[config.mk]
export PLATFORM = sky130hd
export DESIGN_NAME = sram_stats_top
export DESIGN_NICKNAME = d
export VERILOG_FILES = /design/src/hdl/stat_pkg.sv /design/src/hdl/sram_stats_top.sv /design/src/hdl/sram_read_engine.sv /design/src/hdl/ipv4_packet_counter.sv /design/src/hdl/sync_fifo.sv
export SDC_FILE = /design/constraint.sdc
export NUM_CORES = 2
export LEC_CHECK = 0
export ABC_AREA = 1
export BUFFER_PORTS_ARGS = -buffer_cell sky130_fd_sc_hd__buf_4
export CAP_MARGIN = 20
export CORE_AREA = 2 2 622 624
export CTS_BUF_LIST = sky130_fd_sc_hd__clkbuf_8
export CTS_CLUSTER_DIAMETER = 200
export DETAILED_ROUTE_END_ITERATION = 10
export DIE_AREA = 0 0 624 626
export MAX_ROUTING_LAYER = met4
export PLACE_DENSITY = 0.5
export REMOVE_ABC_BUFFERS = 1
export SLEW_MARGIN = 20
export SYNTH_ARGS = -nofsm -noshare
export SYNTH_HDL_FRONTEND = slang
export SYNTH_SLANG_ARGS = --single-unit
[constraint.sdc]
create_clock -name axi_aclk -period 18.45 [get_ports axi_aclk]
set_input_delay 1.845 -clock axi_aclk [delete_from_list [all_inputs] [get_ports axi_aclk]]
set_output_delay 1.845 -clock axi_aclk [all_outputs]
set_load 0.01 [all_outputs]
[src/hdl/stat_pkg.sv]
// fixed to a 256-bit stream and 201-bit SRAM words; the result bank must fit two words plus count
package stat_pkg;

   // stream widths
   localparam int stream_data_width = 256;
   localparam int stream_user_width = 128;
   localparam int stream_strb_width = stream_data_width / 8; // one strobe per byte

   // host register bank
   localparam int reg_width   = 32;
   localparam int num_ro_regs = 16;

   // external SRAM port
   localparam int sram_addr_width = 19;
   localparam int sram_word_width = 201;

   // ethertype sits in bytes 12 and 13, byte 12 at bit 96 is the high byte
   localparam logic [15:0] ethertype_ipv4 = 16'h0800;
   localparam int          ethertype_lsb  = 96;

   // zero fill between the second SRAM word and the packet count
   localparam int ro_pad_width = reg_width * num_ro_regs - 2 * sram_word_width - reg_width;

   typedef logic [sram_word_width-1:0] sram_word_t;

   typedef logic [reg_width-1:0] pkt_count_t; // wraps at 2^32

   // {word 0, word 1, pad, count} from msb down
   typedef logic [reg_width*num_ro_regs-1:0] ro_regs_t;

   // one stream beat as it sits in the pass-through FIFO
   typedef struct packed {
      logic                         tlast;
      logic [stream_user_width-1:0] tuser;
      logic [stream_strb_width-1:0] tstrb;
      logic [stream_data_width-1:0] tdata;
   } stream_beat_t;

endpackage
[src/hdl/sram_stats_top.sv]
// single clock; stream FIFO has four entries and drops tready with three held
`timescale 1ns/1ps

module sram_stats_top (
   input  logic                                   axi_aclk,
   input  logic                                   axi_aresetn,

   // upstream stream
   input  logic [stat_pkg::stream_data_width-1:0] s_axis_tdata,
   input  logic [stat_pkg::stream_strb_width-1:0] s_axis_tstrb,
   input  logic [stat_pkg::stream_user_width-1:0] s_axis_tuser,
   input  logic                                   s_axis_tvalid,
   input  logic                                   s_axis_tlast,
   output logic                                   s_axis_tready,

   // downstream stream
   output logic [stat_pkg::stream_data_width-1:0] m_axis_tdata,
   output logic [stat_pkg::stream_strb_width-1:0] m_axis_tstrb,
   output logic [stat_pkg::stream_user_width-1:0] m_axis_tuser,
   output logic                                   m_axis_tvalid,
   output logic                                   m_axis_tlast,
   input  logic                                   m_axis_tready,

   // host registers
   input  logic [stat_pkg::reg_width-1:0]         wo_regs,
   input  logic                                   write_valid,
   output logic                                   read_busy,
   output stat_pkg::ro_regs_t                     ro_regs,

   // SRAM request and response
   output logic                                   sram_req_valid,
   output logic [stat_pkg::sram_addr_width-1:0]   sram_req_addr,
   input  logic                                   sram_req_ready,
   input  logic                                   sram_rsp_valid,
   input  stat_pkg::sram_word_t                   sram_rsp_data,
   output logic                                   sram_rsp_ready
);

   stat_pkg::stream_beat_t in_beat;
   stat_pkg::stream_beat_t out_beat;
   stat_pkg::pkt_count_t   pkt_count;
   logic                   fifo_empty;
   logic                   fifo_nearly_full;
   logic                   fifo_rd_en;

   assign in_beat.tlast = s_axis_tlast;
   assign in_beat.tuser = s_axis_tuser;
   assign in_beat.tstrb = s_axis_tstrb;
   assign in_beat.tdata = s_axis_tdata;

   assign s_axis_tready = ~fifo_nearly_full; // keeps a spare slot
   assign m_axis_tvalid = ~fifo_empty;
   assign fifo_rd_en    = m_axis_tready & ~fifo_empty;

   assign m_axis_tlast = out_beat.tlast;
   assign m_axis_tuser = out_beat.tuser;
   assign m_axis_tstrb = out_beat.tstrb;
   assign m_axis_tdata = out_beat.tdata;

   sync_fifo #(
      .payload_t  (stat_pkg::stream_beat_t),
      .depth_bits (2)
   ) stream_fifo_i (
      .axi_aclk    (axi_aclk),
      .axi_aresetn (axi_aresetn),
      .din         (in_beat),
      .wr_en       (s_axis_tvalid & s_axis_tready),
      .rd_en       (fifo_rd_en),
      .dout        (out_beat),
      .empty       (fifo_empty),
      .full        (),
      .nearly_full (fifo_nearly_full)
   );

   // watches the input side, same handshake as the FIFO write
   ipv4_packet_counter ipv4_packet_counter_i (
      .axi_aclk      (axi_aclk),
      .axi_aresetn   (axi_aresetn),
      .s_axis_tdata  (s_axis_tdata),
      .s_axis_tvalid (s_axis_tvalid),
      .s_axis_tready (s_axis_tready),
      .s_axis_tlast  (s_axis_tlast),
      .pkt_count     (pkt_count)
   );

   sram_read_engine sram_read_engine_i (
      .axi_aclk       (axi_aclk),
      .axi_aresetn    (axi_aresetn),
      .wo_regs        (wo_regs),
      .write_valid    (write_valid),
      .pkt_count      (pkt_count),
      .sram_req_ready (sram_req_ready),
      .sram_rsp_valid (sram_rsp_valid),
      .sram_rsp_data  (sram_rsp_data),
      .read_busy      (read_busy),
      .sram_req_valid (sram_req_valid),
      .sram_req_addr  (sram_req_addr),
      .sram_rsp_ready (sram_rsp_ready),
      .ro_regs        (ro_regs)
   );

endmodule

[src/hdl/sram_read_engine.sv]
// one read of two words per host write; writes while busy are dropped, words must return in order
`timescale 1ns/1ps

module sram_read_engine (
   input  logic                                 axi_aclk,
   input  logic                                 axi_aresetn,
   input  logic [stat_pkg::reg_width-1:0]       wo_regs,
   input  logic                                 write_valid,
   input  stat_pkg::pkt_count_t                 pkt_count,
   input  logic                                 sram_req_ready,
   input  logic                                 sram_rsp_valid,
   input  stat_pkg::sram_word_t                 sram_rsp_data,
   output logic                                 read_busy,
   output logic                                 sram_req_valid,
   output logic [stat_pkg::sram_addr_width-1:0] sram_req_addr,
   output logic                                 sram_rsp_ready,
   output stat_pkg::ro_regs_t                   ro_regs
);

   typedef enum logic [1:0] {
      IDLE    = 2'd0,
      REQUEST = 2'd1,
      WAIT_0  = 2'd2,
      WAIT_1  = 2'd3
   } state_t;

   state_t               state;
   state_t               next_state;
   stat_pkg::sram_word_t rsp_word;
   stat_pkg::sram_word_t first_word; // held until the second word shows up
   logic                 rsp_empty;
   logic                 rsp_full;
   logic                 rsp_pop;
   logic                 waiting;

   // response buffer, two entries
   sync_fifo #(
      .payload_t  (stat_pkg::sram_word_t),
      .depth_bits (1)
   ) rsp_fifo_i (
      .axi_aclk    (axi_aclk),
      .axi_aresetn (axi_aresetn),
      .din         (sram_rsp_data),
      .wr_en       (sram_rsp_valid),
      .rd_en       (rsp_pop),
      .dout        (rsp_word),
      .empty       (rsp_empty),
      .full        (rsp_full),
      .nearly_full ()
   );

   assign sram_rsp_ready = ~rsp_full;

   assign waiting        = (state == WAIT_0) || (state == WAIT_1);
   assign rsp_pop        = waiting & ~rsp_empty; // one word per wait state
   assign read_busy      = (state != IDLE);
   assign sram_req_valid = (state == REQUEST);

   always_comb
   begin
      next_state = state;
      case (state)
         IDLE:
         begin
            if (write_valid)
               next_state = REQUEST;
         end
         REQUEST:
         begin
            if (sram_req_ready)
               next_state = WAIT_0; // handshake done
         end
         WAIT_0:
         begin
            if (rsp_pop)
               next_state = WAIT_1;
         end
         WAIT_1:
         begin
            if (rsp_pop)
               next_state = IDLE;
         end
         default: next_state = IDLE;
      endcase
   end

   always_ff @(posedge axi_aclk or negedge axi_aresetn)
   begin
      if (!axi_aresetn)
         state <= IDLE;
      else
         state <= next_state;
   end

   // address stays put through the request phase
   always_ff @(posedge axi_aclk)
   begin
      if (state == IDLE && write_valid)
         sram_req_addr <= wo_regs[stat_pkg::sram_addr_width-1:0];
   end

   always_ff @(posedge axi_aclk)
   begin
      if (state == WAIT_0 && rsp_pop)
         first_word <= rsp_word;
   end

   // result bank, loaded with the second pop
   always_ff @(posedge axi_aclk or negedge axi_aresetn)
   begin
      if (!axi_aresetn)
      begin
         ro_regs <= '0;
      end
      else if (state == WAIT_1 && rsp_pop)
      begin
         ro_regs <= {first_word, rsp_word, {stat_pkg::ro_pad_width{1'b0}}, pkt_count};
      end
   end

endmodule

[src/hdl/ipv4_packet_counter.sv]
// counts packets whose first beat carries ethertype 0x0800; only accepted beats are looked at
`timescale 1ns/1ps

module ipv4_packet_counter (
   input  logic                                   axi_aclk,
   input  logic                                   axi_aresetn,
   input  logic [stat_pkg::stream_data_width-1:0] s_axis_tdata,
   input  logic                                   s_axis_tvalid,
   input  logic                                   s_axis_tready,
   input  logic                                   s_axis_tlast,
   output stat_pkg::pkt_count_t                   pkt_count
);

   logic        beat_ok;
   logic        sop;        // next accepted beat opens a packet
   logic [15:0] ether_type;
   logic        is_ipv4;

   assign beat_ok = s_axis_tvalid & s_axis_tready;

   // network order, lower byte address is the high byte
   assign ether_type = {s_axis_tdata[stat_pkg::ethertype_lsb +: 8],
                        s_axis_tdata[stat_pkg::ethertype_lsb + 8 +: 8]};

   assign is_ipv4 = (ether_type == stat_pkg::ethertype_ipv4);

   always_ff @(posedge axi_aclk or negedge axi_aresetn)
   begin
      if (!axi_aresetn)
         sop <= 1'b1;           // first beat after reset starts a packet
      else if (beat_ok)
         sop <= s_axis_tlast;
   end

   // later beats of a packet never count, whatever they hold
   always_ff @(posedge axi_aclk or negedge axi_aresetn)
   begin
      if (!axi_aresetn)
      begin
         pkt_count <= '0;
      end
      else if (beat_ok && sop && is_ipv4)
      begin
         pkt_count <= pkt_count + 1'b1; // wraps
      end
   end

endmodule

[src/hdl/sync_fifo.sv]
// fwft FIFO of 2**depth_bits entries; full and nearly_full stay high until one clock after reset
`timescale 1ns/1ps

module sync_fifo #(
   parameter type payload_t  = logic,
   parameter int  depth_bits = 2
) (
   input  logic     axi_aclk,
   input  logic     axi_aresetn,
   input  payload_t din,
   input  logic     wr_en,
   input  logic     rd_en,
   output payload_t dout,
   output logic     empty,
   output logic     full,
   output logic     nearly_full
);

   payload_t mem [2**depth_bits];

   logic [depth_bits-1:0] wr_ptr;
   logic [depth_bits-1:0] rd_ptr;
   logic [depth_bits:0]   count;    // 0 .. 2**depth_bits
   logic                  init_done;
   logic                  wr_ok;
   logic                  rd_ok;

   assign wr_ok = wr_en & ~full;  // writes into a full FIFO are dropped
   assign rd_ok = rd_en & ~empty;

   assign dout        = mem[rd_ptr]; // head entry always visible
   assign empty       = (count == '0);
   assign full        = ~init_done | count[depth_bits];
   // one free slot left, or none
   assign nearly_full = ~init_done | count[depth_bits] | (&count[depth_bits-1:0]);

   always_ff @(posedge axi_aclk or negedge axi_aresetn)
   begin
      if (!axi_aresetn)
      begin
         init_done <= 1'b0;
         wr_ptr    <= '0;
         rd_ptr    <= '0;
         count     <= '0;
      end
      else
      begin
         init_done <= 1'b1;
         if (wr_ok)
            wr_ptr <= wr_ptr + 1'b1;
         if (rd_ok)
            rd_ptr <= rd_ptr + 1'b1;
         case ({wr_ok, rd_ok})
            2'b10:   count <= count + 1'b1;
            2'b01:   count <= count - 1'b1;
            default: count <= count; // both or neither
         endcase
      end
   end

   // storage only
   always_ff @(posedge axi_aclk)
   begin
      if (wr_ok)
         mem[wr_ptr] <= din;
   end

endmodule

==> flow_metrics.env <==
export IMPL_seq_power_share_pct=40.2
export IMPL_cp_required_ns=16.60
export IMPL_ys_seq_area_share_pct=79.2
export IMPL_setup_violations=0
export IMPL_placement_io_buffers=1518
export IMPL_cpMaxStageDelayCell="dfrtp_4"
export IMPL_coreArea_um2=384000
export IMPL_switchingPower_mw=7.83
export IMPL_fin_hold_ws_ns=0.399
export IMPL_postSynthAreaPerCell_um2=13.7
export IMPL_synth_ff_type="edfxtp_1"
export IMPL_place_congestion=0.861
export IMPL_nNetsFinal=9757
export IMPL_final_hold_viol_count=0
export IMPL_root_buffer="clkbuf_8"
export IMPL_p_int_mw=13.1
export IMPL_synth_enable_flop_cells=2290
export IMPL_cts_hold_buf=0
export IMPL_post_cts_buffers=0
export IMPL_vdd_drop_max_mv=0.122
export IMPL_antenna_found_initial=178
export IMPL_path_cells="buf_4 -> buf_12 -> buf_4 -> buf_4 -> o21ai_0 -> o22ai_1 -> buf_4"
export IMPL_crit_arrival_ns=6.41
export IMPL_grt_overflow=0
export IMPL_worst_slew_pin_slew_ns=1.18
export IMPL_grt_use_total_pct=18.2
export IMPL_synthToLayoutAreaGrowth_pct=25.2
export IMPL_ios=1610
export IMPL_endpoint_kind="output port"
export IMPL_slew_viol_final=0
export IMPL_die_w_um=624
export IMPL_grt_pass1_wl_um=495000
export IMPL_cts_buffers=468
export IMPL_cts_sinks=2771
export IMPL_grt_pass1_vias=65400
export IMPL_ys_warn_count=0
export IMPL_avgRoutedWirePerCell_um=24.7
export IMPL_status="complete, no violations"
export IMPL_hold_class="reg -> reg"
export IMPL_grt_max_degree=194
export IMPL_ff2ff_path_depth=9
export IMPL_worst_skew_pair_late_latency_ns=1.12
export IMPL_critPathLaunchType="flop"
export IMPL_path_delay_family="buffers and inverters"
export IMPL_min_delay_start="sram_read_engine_i.first_word[41]$_DFFE_PP_"
export IMPL_num_vias=66800
export IMPL_r2r_slack_ns=13.52
export IMPL_start_util_pct=26.5
export IMPL_yosys_register_bits=2771
export IMPL_p_clk_share_pct=25.4
export IMPL_cap_violations=0
export IMPL_fillers=38000
export IMPL_ys_types=30
export IMPL_crit_type="reg -> out"
export IMPL_finalClockSkew_ns=0.0679
export IMPL_pwr_share_comb_pct=34.5
export IMPL_cts_buffer_depth=4
export IMPL_r2r_end="stream_fifo_i.mem[2][60]$_DFFE_PP_"
export IMPL_p_sw_share_pct=37.4
export IMPL_hpwl_um=240000
export IMPL_cp_common_cell="buf_4"
export IMPL_reg2reg_from="stream_fifo_i.count[0]$_DFFE_PN0P_"
export IMPL_slew_headroom_pct=21.6
export IMPL_min_path_cells=2
export IMPL_drt_first_pass_iters=5
export IMPL_cts_resized=0
export IMPL_power_leakage_nw=48.0
export IMPL_remaining_drc_errors=0
export IMPL_holdPathEnd="sram_read_engine_i.ro_regs[352]$_DFFE_PN0P_"
export IMPL_syn_inst=7439
export IMPL_timing_final_crit_share_pct=44.7
export IMPL_die_area_um2=391000
export IMPL_startpoint="stream_fifo_i.rd_ptr[0]$_DFFE_PN0P_"
export IMPL_p_per_area_nw_per_um2=164
export IMPL_setup_tns_ns=0
export IMPL_max_freq_mhz=121
export IMPL_htreeDepth=5
export IMPL_placementRows=228
export IMPL_total_power_mw=20.9
export IMPL_async_reset_ff_share_pct=17.4
export IMPL_rsz0062_at_grt="false"
export IMPL_cp_num_buf_inv=5
export IMPL_dr_first_iter_drc_count=4619
export IMPL_drt_total_wl_um=361000
export IMPL_min_period_ns=8.25
export IMPL_critPathMaxStageDelay_ns=1.10
export IMPL_clk_pin_slew_ns=0.06
export IMPL_viasPerCell=4.57
export IMPL_path_max_fanout=193
export IMPL_cts_tree="done"
export IMPL_netlist_area_um2=102000
export IMPL_ant_nets=0
export IMPL_die_h_um=626
export IMPL_drive_gt1_share_pct=23.6
worst reg2reg max path: stages (launching register included):
cell and delay (ns):
dfrtp_1 0.41, nand2_1 0.07, nand3_1 0.14, nor2_4 0.26
inv_1 0.27, nor2_4 0.18, buf_12 0.54, buf_4 0.96
buf_4 0.79, buf_4 0.89
power by group through the flow:
stage          combinational, mW  clock, mW  sequential (mW)
5_1_grt                     7.85       5.75             8.51
6_report                    7.22       5.31             8.42
2_1_floorplan               3.21          0             9.04
3_3_place_gp                7.25          0             8.51
4_1_cts                     7.35       5.49             8.43
3_5_place_dp                7.33          0             8.54
layout make-up:
type,count,area (µm²),area share (%)
clock inverter,354,1970,1.54
multi-input combinational,4162,18700,14.6
clock buffer,513,7060,5.53
antenna,78,195,0.153
inverter,83,355,0.278
tap,5060,6330,4.96
sequential,2771,80800,63.3
timing repair buffer,1601,12300,9.60
state kept, by name, summed over array words and instances (netlist names):
| register | count |
|---|---|
| ipv4_packet_counter_i.pkt_count | 32 |
| sram_read_engine_i.rsp_fifo_i.mem | 402 |
| sram_read_engine_i.sram_req_addr | 19 |
| stream_fifo_i.count | 3 |
| ipv4_packet_counter_i.sop | 1 |
| sram_read_engine_i.rsp_fifo_i.init_done | 1 |
| sram_read_engine_i.rsp_fifo_i.count | 2 |
| sram_read_engine_i.ro_regs | 434 |
| stream_fifo_i.rd_ptr | 2 |
| stream_fifo_i.mem | 1668 |
| sram_read_engine_i.state | 2 |
| sram_read_engine_i.first_word | 201 |
| stream_fifo_i.wr_ptr | 2 |
| sram_read_engine_i.rsp_fifo_i.rd_ptr | 1 |
| sram_read_engine_i.rsp_fifo_i.wr_ptr | 1 |
metal layers:
layer  track usage (%)  vias up  wire length, µm
met1              18.1    33300           125000
met3              6.33      847            31600
met4              8.80        0            19600
met5                 -        -                0
li1                  -    30100                -
met2              31.6     2503           185000
cell usage in the layout (no fill, tap or decap), types with 6 or more instances in the layout:
cell,synthesis,routed
bufinv_16,0,13
nand3_1,36,36
nand4_1,14,14
clkinv_1,0,90
diode_2,0,78
inv_12,0,6
buf_4,93,1580
buf_12,0,16
nor2_4,3,11
edfxtp_1,2290,2290
inv_6,0,6
inv_1,80,255
clkinv_2,1,45
clkinvlp_4,0,7
conb_1,2,79
clkbuf_8,0,513
o21ai_0,873,873
a31oi_1,201,201
xor2_1,11,11
nand2_1,1396,1396
o22ai_1,418,413
nor2_1,1099,1092
dfrtp_1,480,477
ha_1,12,12
synthesized netlist by cell type, drive strengths merged, types with 2 or more instances:
cell,count,area [µm²]
a21oi,4,20.0
a31oi,201,1260
buf,269,1720
clkbuf,231,867
conb,2,7.51
dfrtp,480,12000
edfxtp,2290,68800
ha,12,150
inv,82,308
nand2,1396,5240
nand3,36,180
nand4,14,87.6
nor2,1108,4200
nor3,3,15.0
o21ai,874,4390
o22ai,418,2620
or2,2,15.0
xnor2,3,26.3
xor2,11,96.3
logic make-up after synthesis:
family | Yosys count | share of synthesized area, %
other | 2 | 0.00736
xor gates and xnor gates | 14 | 0.120
and+or+nand+nor | 2559 | 9.54
DFF | 2771 | 79.2
AOI/OAI and AO/OA | 1497 | 8.11
adders and majority gates | 13 | 0.167
buffers and inverters | 583 | 2.85
how the worst max path moves through the flow:
stage / endpoint / slack, ns / cells past startpoint
global placement: m_axis_tdata[143] / 11.28 / 8
floorplan: m_axis_tdata[0] / -7.91 / 3
CTS: m_axis_tdata[143] / 9.87 / 8
global route: m_axis_tdata[94] / 9.72 / 7
detailed placement: m_axis_tdata[143] / 11.12 / 8
finish: m_axis_tdata[94] / 10.20 / 7
metrics by stage:
| stage | instances | setup WS, ns | utilization, % | area, µm² |
|---|---|---|---|---|
| final | 14600 | 10.20 | 33.2 | 128000 |
| after global routing | 14600 | 9.72 | 33.2 | 128000 |
| after CTS | 14500 | 9.87 | 33.2 | 127000 |
| after detailed placement | 13700 | 11.12 | 30.8 | 118000 |
| after global placement | 13700 | 11.28 | 30.8 | 118000 |
| after floorplan | 7016 | -7.91 | - | 99700 |
No activity file was read; power rests on OpenSTA's default activity.
